$ cat config.mk
export PLATFORM = sky130hd
export DESIGN_NAME = load_store_unit
export DESIGN_NICKNAME = d
export VERILOG_FILES = /design/src/hdl/lsu_pkg.sv /design/src/hdl/load_store_unit.sv /design/src/hdl/mem_stage.sv /design/src/hdl/load_buffer_entry.sv /design/src/hdl/load_dispatch.sv
export VERILOG_INCLUDE_DIRS = /design/src /design/src/hdl
export SDC_FILE = /design/constraint.sdc
export NUM_CORES = 1
export LEC_CHECK = 0
export ABC_AREA = 1
export BUFFER_PORTS_ARGS = -buffer_cell sky130_fd_sc_hd__buf_4
export CORE_MARGIN = 2
export CORE_UTILIZATION = 56
export DETAILED_ROUTE_END_ITERATION = 12
export PLACE_DENSITY = 0.87
export SLEW_MARGIN = 20
export SYNTH_ARGS = -nofsm -noshare
export SYNTH_HDL_FRONTEND = slang
export SYNTH_SLANG_ARGS = --single-unit
$ cat constraint.sdc
create_clock -name clock -period 5.5 [get_ports clock]
set_clock_uncertainty 0.05 [all_clocks]
set_input_delay 1.1 -clock clock [delete_from_list [all_inputs] [get_ports clock]]
set_output_delay 1.1 -clock clock [all_outputs]
set_load 0.01 [all_outputs]
$ cat src/hdl/lsu_defines.svh
/* width and depth macros for the load/store unit:
   data width, load-buffer depth, ROB tag width */

`ifndef LSU_DEFINES_SVH
`define LSU_DEFINES_SVH

//////////////////////////////////////////////////
// datapath
//////////////////////////////////////////////////
`define LSU_XLEN 32 // data and address width, one word

//////////////////////////////////////////////////
// load buffer
//////////////////////////////////////////////////
`define LB_DEPTH 4 // load-buffer entries, 2 or more

// tag of the reorder buffer slot a load writes back to
`define ROB_TAG_W 5

`endif
$ cat src/hdl/lsu_pkg.sv
/* load/store unit types: bus command, access size, entry and
   memory-stage state enums, load/store/result/bus packets */

`include "lsu_defines.svh"

package lsu_pkg;

	//////////////////////////////////////////////////
	// enums
	//////////////////////////////////////////////////
	typedef enum logic [1:0] {
		BUS_NONE  = 2'h0, // idle bus
		BUS_LOAD  = 2'h1,
		BUS_STORE = 2'h2
	} bus_command;

	typedef enum logic [1:0] {
		BYTE = 2'h0,
		HALF = 2'h1,
		WORD = 2'h2 // widest access at xlen 32
	} mem_size;

	typedef enum logic [1:0] {EMPTY, PENDING, ISSUED} entry_state; // buffer slot

	typedef enum logic {READY, MEM_WAIT} mem_state; // memory stage

	//////////////////////////////////////////////////
	// packets
	//////////////////////////////////////////////////
	typedef struct packed {
		logic                  valid;
		logic [`ROB_TAG_W-1:0] rob_tag;     // write-back slot
		logic [`LSU_XLEN-1:0]  address;
		mem_size               size;
		logic                  is_unsigned; // lbu / lhu
	} load_packet;

	typedef struct packed {
		logic                 valid;   // committed store strobe
		logic [`LSU_XLEN-1:0] address;
		mem_size              size;
		logic [`LSU_XLEN-1:0] data;    // low bytes used per size
	} store_packet;

	typedef struct packed {
		logic                  valid;
		logic [`ROB_TAG_W-1:0] rob_tag;
		logic [`LSU_XLEN-1:0]  value;  // already extended
	} result_packet;

	typedef struct packed {
		bus_command           command;
		mem_size              size;
		logic [`LSU_XLEN-1:0] address;
		logic [`LSU_XLEN-1:0] data;    // store data only
	} dmem_request;

endpackage

$ cat src/hdl/load_store_unit.sv
/* load/store unit top: dispatch, load-buffer entry array
   and memory stage */

`include "lsu_defines.svh"

module load_store_unit (
	input  logic                  clock,
	input  logic                  reset,
	input  lsu_pkg::load_packet   load_in,       // from dispatch
	input  lsu_pkg::store_packet  store_in,      // from commit
	output logic                  lb_full,
	output lsu_pkg::dmem_request  dmem_req,
	input  logic [3:0]            dmem_response, // 0 = rejected
	input  logic [3:0]            dmem_tag,
	input  logic [`LSU_XLEN-1:0]  dmem_data,
	output lsu_pkg::result_packet result_out     // write-back strobe
);
	import lsu_pkg::*;

	logic [`LB_DEPTH-1:0]       alloc;
	logic [`LB_DEPTH-1:0]       grant;
	logic [`LB_DEPTH-1:0]       done;
	logic [`LB_DEPTH-1:0]       retry;
	logic [`LB_DEPTH-1:0]       request;
	logic [`LB_DEPTH-1:0]       empty;
	load_packet [`LB_DEPTH-1:0] entries; // held packets

	load_dispatch u_dispatch (
		.clock       (clock),
		.reset       (reset),
		.load_in     (load_in),
		.entry_empty (empty),
		.alloc       (alloc),
		.lb_full     (lb_full)
	);

	//////////////////////////////////////////////////
	// load buffer
	//////////////////////////////////////////////////
	for (genvar i = 0; i < `LB_DEPTH; i++) begin : g_entry
		load_buffer_entry u_entry (
			.clock   (clock),
			.reset   (reset),
			.alloc   (alloc[i]),
			.grant   (grant[i]),
			.done    (done[i]),
			.retry   (retry[i]),
			.load_in (load_in),  // captured only by the allocated slot
			.entry   (entries[i]),
			.request (request[i]),
			.empty   (empty[i])
		);
	end

	mem_stage #(.MTAG_W(4)) u_mem_stage (
		.clock         (clock),
		.reset         (reset),
		.store_in      (store_in),
		.request       (request),
		.entries       (entries),
		.dmem_response (dmem_response),
		.dmem_tag      (dmem_tag),
		.dmem_data     (dmem_data),
		.dmem_req      (dmem_req),
		.grant         (grant),
		.done          (done),
		.retry         (retry),
		.result_out    (result_out)
	);

endmodule

$ cat src/hdl/mem_stage.sv
/* memory stage: store/load bus mux, outstanding-tag FSM,
   load data extension and result strobe */

`include "lsu_defines.svh"

module mem_stage #(
	parameter int MTAG_W = 4 // memory tag width, tag 0 means rejected
) (
	input  logic                                 clock,
	input  logic                                 reset,
	input  lsu_pkg::store_packet                 store_in,      // committed store strobe
	input  logic [`LB_DEPTH-1:0]                 request,       // pending entries
	input  lsu_pkg::load_packet [`LB_DEPTH-1:0]  entries,
	input  logic [MTAG_W-1:0]                    dmem_response, // same cycle as request
	input  logic [MTAG_W-1:0]                    dmem_tag,      // data return tag
	input  logic [`LSU_XLEN-1:0]                 dmem_data,
	output lsu_pkg::dmem_request                 dmem_req,
	output logic [`LB_DEPTH-1:0]                 grant,
	output logic [`LB_DEPTH-1:0]                 done,
	output logic [`LB_DEPTH-1:0]                 retry,
	output lsu_pkg::result_packet                result_out
);
	import lsu_pkg::*;

	localparam int IDX_W = $clog2(`LB_DEPTH);

	mem_state             state;
	logic [MTAG_W-1:0]    recorded_tag; // response of the outstanding load
	logic [IDX_W-1:0]     issued_idx;   // entry that owns it
	logic [`LB_DEPTH-1:0] reject_q;     // rejected grant, answered next cycle
	logic [IDX_W-1:0]     sel_idx;
	logic                 sel_found;
	logic                 issue;
	logic                 accepted;
	logic                 tag_hit;
	load_packet           hit_load;
	logic [`LSU_XLEN-1:0] load_value;
	logic [`LB_DEPTH-1:0] issued_set;   // entries holding a grant

	//////////////////////////////////////////////////
	// load select and bus mux
	//////////////////////////////////////////////////

	// lowest pending index wins, scan from the top down
	always_comb begin
		sel_idx   = '0;
		sel_found = 1'b0;
		for (int i = `LB_DEPTH - 1; i >= 0; i--) begin
			if (request[i]) begin
				sel_idx   = IDX_W'(i);
				sel_found = 1'b1;
			end
		end
	end

	// stores always win; one load in flight at a time
	assign issue    = sel_found && !store_in.valid && (state == READY) && (reject_q == '0);
	assign accepted = issue && (dmem_response != '0);
	assign tag_hit  = (state == MEM_WAIT) && (dmem_tag == recorded_tag);

	always_comb begin
		dmem_req = '{command: BUS_NONE, size: BYTE, address: '0, data: '0};
		if (store_in.valid) begin
			dmem_req.command = BUS_STORE;
			dmem_req.size    = store_in.size;
			dmem_req.address = store_in.address;
			dmem_req.data    = store_in.data;
		end else if (issue) begin
			dmem_req.command = BUS_LOAD;
			dmem_req.size    = entries[sel_idx].size;
			dmem_req.address = entries[sel_idx].address;
		end
	end

	assign grant = issue ? (`LB_DEPTH'(1) << sel_idx) : '0;
	assign retry = reject_q;                                       // back to pending
	assign done  = reject_q | (tag_hit ? (`LB_DEPTH'(1) << issued_idx) : '0);

	//////////////////////////////////////////////////
	// outstanding load FSM
	//////////////////////////////////////////////////
	always_ff @(posedge clock) begin
		if (reset) begin
			state        <= READY;
			recorded_tag <= '0;
			issued_idx   <= '0;
			reject_q     <= '0;
		end else begin
			reject_q <= (issue && !accepted) ? grant : '0;
			case (state)
				READY: begin
					if (accepted) begin
						state        <= MEM_WAIT;
						recorded_tag <= dmem_response;
						issued_idx   <= sel_idx;
					end
				end
				MEM_WAIT: begin
					if (tag_hit) begin
						state <= READY; // data is back this cycle
					end
				end
				default: state <= READY;
			endcase
		end
	end

	//////////////////////////////////////////////////
	// data extension and result
	//////////////////////////////////////////////////
	assign hit_load = entries[issued_idx];

	// dmem_data carries the accessed bytes in its low lanes
	always_comb begin
		case (hit_load.size)
			BYTE: load_value = hit_load.is_unsigned
				? {{(`LSU_XLEN - 8){1'b0}}, dmem_data[7:0]}
				: {{(`LSU_XLEN - 8){dmem_data[7]}}, dmem_data[7:0]};
			HALF: load_value = hit_load.is_unsigned
				? {{(`LSU_XLEN - 16){1'b0}}, dmem_data[15:0]}
				: {{(`LSU_XLEN - 16){dmem_data[15]}}, dmem_data[15:0]};
			default: load_value = dmem_data; // full word
		endcase
	end

	assign result_out.valid   = tag_hit;
	assign result_out.rob_tag = hit_load.rob_tag;
	assign result_out.value   = load_value;

	//////////////////////////////////////////////////
	// checks
	//////////////////////////////////////////////////

	// a live entry that no longer requests has been granted
	always_comb begin
		for (int i = 0; i < `LB_DEPTH; i++) begin
			issued_set[i] = entries[i].valid && !request[i];
		end
	end

	a_one_grant: assert property (
		@(posedge clock) disable iff (reset)
		$onehot0(issued_set)
	);

	// while waiting, only the owner of the tag is issued
	a_no_load_in_wait: assert property (
		@(posedge clock) disable iff (reset)
		(state == MEM_WAIT) |-> (issued_set == (`LB_DEPTH'(1) << issued_idx))
	);

	// no double-word access at xlen 32
	a_size_max_word: assert property (
		@(posedge clock) disable iff (reset)
		(dmem_req.command != BUS_NONE) |-> (dmem_req.size inside {BYTE, HALF, WORD})
	);

	// returning data must belong to a live buffer slot
	a_result_owner_live: assert property (
		@(posedge clock) disable iff (reset)
		tag_hit |-> hit_load.valid
	);

endmodule

$ cat src/hdl/load_buffer_entry.sv
/* one load-buffer slot: holds a load packet and steps
   through empty, pending and issued */

`include "lsu_defines.svh"

module load_buffer_entry (
	input  logic                clock,
	input  logic                reset,
	input  logic                alloc,   // from dispatch
	input  logic                grant,   // from mem stage, load on the bus
	input  logic                done,    // data back or request rejected
	input  logic                retry,   // with done, request rejected
	input  lsu_pkg::load_packet load_in,
	output lsu_pkg::load_packet entry,   // held packet to mem stage
	output logic                request, // waiting for the bus
	output logic                empty
);
	import lsu_pkg::*;

	entry_state state;
	entry_state next_state;
	load_packet held; // payload, no reset

	//////////////////////////////////////////////////
	// state machine
	//////////////////////////////////////////////////
	always_comb begin
		next_state = state;
		case (state)
			EMPTY: begin
				if (alloc) begin
					next_state = PENDING;
				end
			end
			PENDING: begin
				if (grant) begin
					next_state = ISSUED;
				end
			end
			ISSUED: begin
				if (done) begin
					next_state = retry ? PENDING : EMPTY; // rejected goes back
				end
			end
			default: next_state = EMPTY;
		endcase
	end

	always_ff @(posedge clock) begin
		if (reset) begin
			state <= EMPTY;
		end else begin
			state <= next_state;
		end
	end

	// capture payload on allocation
	always_ff @(posedge clock) begin
		if (alloc) begin
			held <= load_in;
		end
	end

	// valid follows the slot state, not the stale payload
	always_comb begin
		entry       = held;
		entry.valid = (state != EMPTY);
	end

	assign request = (state == PENDING);
	assign empty   = (state == EMPTY);

	//////////////////////////////////////////////////
	// checks
	//////////////////////////////////////////////////
	a_grant_when_pending: assert property (
		@(posedge clock) disable iff (reset)
		grant |-> (state == PENDING)
	);

	a_done_when_issued: assert property (
		@(posedge clock) disable iff (reset)
		done |-> (state == ISSUED)
	);

endmodule

$ cat src/hdl/load_dispatch.sv
/* load dispatch: picks the lowest free load-buffer entry for
   each incoming load and flags a full buffer */

`include "lsu_defines.svh"

module load_dispatch (
	input  logic                 clock,
	input  logic                 reset,
	input  lsu_pkg::load_packet  load_in,     // one-cycle strobe from dispatch
	input  logic [`LB_DEPTH-1:0] entry_empty, // one bit per slot
	output logic [`LB_DEPTH-1:0] alloc,       // one-hot, lowest free slot
	output logic                 lb_full
);

	logic [`LB_DEPTH-1:0] lock;   // slots handed out last cycle
	logic [`LB_DEPTH-1:0] free;
	logic [`LB_DEPTH-1:0] lowest; // lowest set bit of free

	// a slot counts as free only if the entry reports empty
	// and it was not just allocated
	assign free = entry_empty & ~lock;

	// priority encoder, isolate the lowest set bit
	assign lowest = free & (~free + `LB_DEPTH'(1));

	assign alloc   = load_in.valid ? lowest : '0;
	assign lb_full = ~|free; // sender must hold off

	//////////////////////////////////////////////////
	// occupancy lock
	//////////////////////////////////////////////////
	always_ff @(posedge clock) begin
		if (reset) begin
			lock <= '0;
		end else begin
			lock <= alloc; // held for one cycle only
		end
	end

	//////////////////////////////////////////////////
	// checks
	//////////////////////////////////////////////////

	// dispatch side must respect lb_full
	a_no_load_when_full: assert property (
		@(posedge clock) disable iff (reset)
		load_in.valid |-> !lb_full
	);

endmodule

==> impl_summary.log <==
INFO  metric grt_start_max_net_pins = 69
INFO  metric std_cell_rows = 44
INFO  metric synth.ff_latch_count = 183
INFO  metric critical_path_peak_fanout = 68
INFO  metric multiInputGateArea = 0.00243 mm²
INFO  metric cts-root-to-sink-buffers = 2
INFO  metric number_of_flops_mapped_to_enable_cells_by_yosys = 160
INFO  metric critical_path.cell_chain = buf_4 -> nor2_1 -> nand4_1 -> nor2_4 -> nand2_1 -> nand2_1 -> buf_4
INFO  metric gp_congestion = 0.807
INFO  metric placed_cell_area = 0.0102 mm²
INFO  metric synth.yosys.seq_area_share = 63.0%
INFO  metric final_net_count = 1258
INFO  metric clock_insertion_delay_worst_skew = 0.42 ns
INFO  metric finalSetupViolations = 0
INFO  metric half_perimeter_wire_length_of_the_detailed_placement_result = 13800 µm
INFO  metric switchingPower = 0.00154 W
INFO  metric cts.sink_count = 183
INFO  metric worstHoldPathType = reg2reg
INFO  metric cp_data_arrival_time = 3.09 ns
INFO  metric fillerInstances = 1011
INFO  metric synth_cells = 890
INFO  metric netlist-cell-type-count = 27
INFO  metric timing.critical_path.to_type = output port
INFO  metric worstMarginPinSlew = 1.11 ns
INFO  metric report.final.hold_viol_count = 0
INFO  metric final_clock_period_utilization_by_the_worst_path = 77.1%
INFO  metric place_worst_setup_slack = 1.33 ns
INFO  metric vias = 6941
INFO  metric async_set_or_reset_flop_fraction_in_the_synthesized_netlist = 0%
INFO  metric initial_core_util = 57.5%
INFO  metric drt.antenna.violating_nets = 0
INFO  metric drt-initial-drc-count = 479
INFO  metric cts_post_setup_buffers_inserted = 0
INFO  metric die_height = 126 µm
INFO  metric power_density = 420 mW/mm²
INFO  metric totalNegativeSetupSlack = 0 ns
INFO  metric post_cts_resize_count = 0
INFO  metric worst-setup-path-type = in2out
INFO  metric floorplan.core_area = 0.0145 mm²
INFO  metric ys_warnings = 0
INFO  metric setup_slack = 1.26 ns
INFO  metric ys_top_cells_by_count = sky130_fd_sc_hd__nand2_1, sky130_fd_sc_hd__edfxtp_1, sky130_fd_sc_hd__inv_1, sky130_fd_sc_hd__nand3_1, sky130_fd_sc_hd__nand4_1
INFO  metric seq_power_share = 40.5%
INFO  metric globalRoute.totalOverflow = 0
INFO  metric clock-root-buffer = sky130_fd_sc_hd__clkbuf_16
INFO  metric pwr-share-comb = 33.5%
INFO  metric critPathMaxStageDelay = 0.89 ns
INFO  metric crit_path_start_kind = input pin
INFO  metric vias_per_cell = 5.32
INFO  metric ys_top_cells_by_area = sky130_fd_sc_hd__edfxtp_1, sky130_fd_sc_hd__nand2_1, sky130_fd_sc_hd__nand3_1
INFO  metric netSwitchingFraction = 34.0%
INFO  metric cts_tree = done
INFO  metric grt_pass1_wl = 33100 µm
INFO  metric slew_violations = 0
INFO  metric worstPathRequired = 4.35 ns
INFO  metric lkg_pwr = 4.95 nW
INFO  metric grt_antenna_before_repair = 0
INFO  metric clkTransAtPathRegs = 0.06 ns
INFO  metric fin_crit = 4.24 ns
INFO  metric syn_avg_cell_area = 9.40 µm²
INFO  metric vias_in_the_first_global_route = 6835
INFO  metric use_met2 = 49.5%
INFO  metric grt_util_all_layers = 26.8%
INFO  metric status = finished clean
INFO  metric grt.busiest_layer = met2
INFO  metric ir_worst_vdd = 268 µV
INFO  metric intPower = 0.00299 W
INFO  metric yosysMostFrequentCell = sky130_fd_sc_hd__nand2_1
INFO  metric slew-limit-headroom = 25.8%
INFO  metric fmaxAchievable = 236 MHz
INFO  metric routed_wire_length_per_instance = 16.3 µm
INFO  metric postLayoutCoreUtil = 74.2%
INFO  metric io-pin-count = 257
INFO  metric die-width = 126 µm
INFO  metric timing.max_cap.violations = 0
INFO  metric clkPwrFrac = 26.1%
INFO  metric yosysTopAreaCellShare = 57.5%
INFO  metric p_total = 0.00454 W
INFO  metric design.die.area = 0.0159 mm²
INFO  metric drc = 0
INFO  metric place.port_buffers = 242
INFO  metric router_iterations_before_antenna_repair = 5
INFO  metric netlist.top_cell.by_area = sky130_fd_sc_hd__edfxtp_1
INFO  metric met3_usage = 6.07%
INFO  metric met1_usage = 29.6%
INFO  metric regArea = 0.00527 mm²
INFO  metric unrepaired_setup_endpoints_after_global_routing = no
INFO  metric cts_inserted_buffers = 17
INFO  metric cts_hold_repair.buffers = 0
INFO  metric crit_path_top_delay_cell = sky130_fd_sc_hd__nor2_4
INFO  metric synth_flop_cell = sky130_fd_sc_hd__edfxtp_1
INFO  metric n_antenna_cell = 0
INFO  metric final_area = 0.0108 mm²
INFO  metric wirelength = 21300 µm
INFO  metric syn2layout_area_growth = 29.0%
INFO  metric drive_above_1_share = 26.6%
INFO  metric clock_tree.htree_level_count = 4
INFO  metric syn-cell-area = 0.00836 mm²
INFO  metric syn_nets = 1040
## path summary, 6_finish.rpt
check	startpoint	to	slack, ns	cells past startpoint
hold reg to reg	u_mem_stage.recorded_tag[3]	u_mem_stage.recorded_tag[3]	0.47	2
setup / recovery	store_in[66]	dmem_req[48]	1.26	7
hold / removal	u_mem_stage.recorded_tag[3]	u_mem_stage.recorded_tag[3]	0.47	2
setup reg to reg	g_entry[1].u_entry.state[1]	u_mem_stage.retry[3]	2.88	8
## registers in the layout, summed over array words and instances (netlist names)
| name | count |
|---|---|
| g_entry.u_entry.entry | 160 |
| u_mem_stage.state | 1 |
| u_mem_stage.retry | 4 |
| u_mem_stage.recorded_tag | 4 |
| u_mem_stage.issued_idx | 2 |
| u_dispatch.lock | 4 |
| g_entry.u_entry.state | 8 |
## cell usage in the layout, fill, tap and decap left out, types with 4 or more instances in the layout
| cell type | netlist | layout |
|---|---|---|
| sky130_fd_sc_hd__nand2_1 | 323 | 322 |
| sky130_fd_sc_hd__nand3_1 | 94 | 94 |
| sky130_fd_sc_hd__edfxtp_1 | 160 | 160 |
| sky130_fd_sc_hd__a22oi_1 | 6 | 6 |
| sky130_fd_sc_hd__inv_1 | 114 | 111 |
| sky130_fd_sc_hd__clkbuf_16 | 0 | 17 |
| sky130_fd_sc_hd__nand4_1 | 44 | 44 |
| sky130_fd_sc_hd__clkinv_4 | 0 | 4 |
| sky130_fd_sc_hd__nor2_4 | 0 | 4 |
| sky130_fd_sc_hd__o21ai_0 | 13 | 13 |
| sky130_fd_sc_hd__nand2_2 | 5 | 6 |
| sky130_fd_sc_hd__nor2_1 | 28 | 27 |
| sky130_fd_sc_hd__inv_2 | 1 | 4 |
| sky130_fd_sc_hd__nor2_2 | 7 | 4 |
| sky130_fd_sc_hd__nor3_1 | 7 | 7 |
| sky130_fd_sc_hd__dfxtp_1 | 23 | 23 |
| sky130_fd_sc_hd__buf_4 | 15 | 247 |
| sky130_fd_sc_hd__a21oi_1 | 8 | 8 |
## cell type report
type / instances / area share [%]
inverter: 115 / 4.00
clock buffer: 18 / 3.98
multi-input combinational: 544 / 22.5
clock inverter: 13 / 1.38
tap: 184 / 2.13
sequential: 183 / 48.8
timing repair buffer: 247 / 17.2
## worst max-delay path, delay by kind of cell
| family | cells | cell delay (ns) |
|---|---|---|
| AND/OR/NAND/NOR | 5 | 1.52 |
| buffers and inverters | 2 | 0.42 |
## routing by layer
layer	part of all wire, %	wire (µm)
met1	37	7910
met2	53	11300
met3	8.0	1700
met4	1.7	367
met5	0	0
## kinds of logic after synthesis
family	Yosys count	synth area share (%)
AOI/OAI and AO/OA	31	2.09
DFF	183	63.0
and+or+nand+nor	513	26.6
buffers and inverters	163	8.29
## power by group through the flow
stage          logic [W]  clock network [W]  registers [W]
2_1_floorplan   0.000885                  0        0.00185
3_3_place_gp     0.00149                  0        0.00185
3_5_place_dp     0.00152                  0        0.00186
4_1_cts          0.00152            0.00119        0.00184
5_1_grt          0.00167            0.00125        0.00185
6_report         0.00152            0.00118        0.00184
## per-stage QoR
step	instances	hold slack (ns)
after floorplan	890	0.425
after global placement	1273	0.439
after detailed placement	1273	0.461
after CTS	1304	0.472
after global routing	1304	0.502
final	1304	0.466
Power figures use the tool's default switching activity.
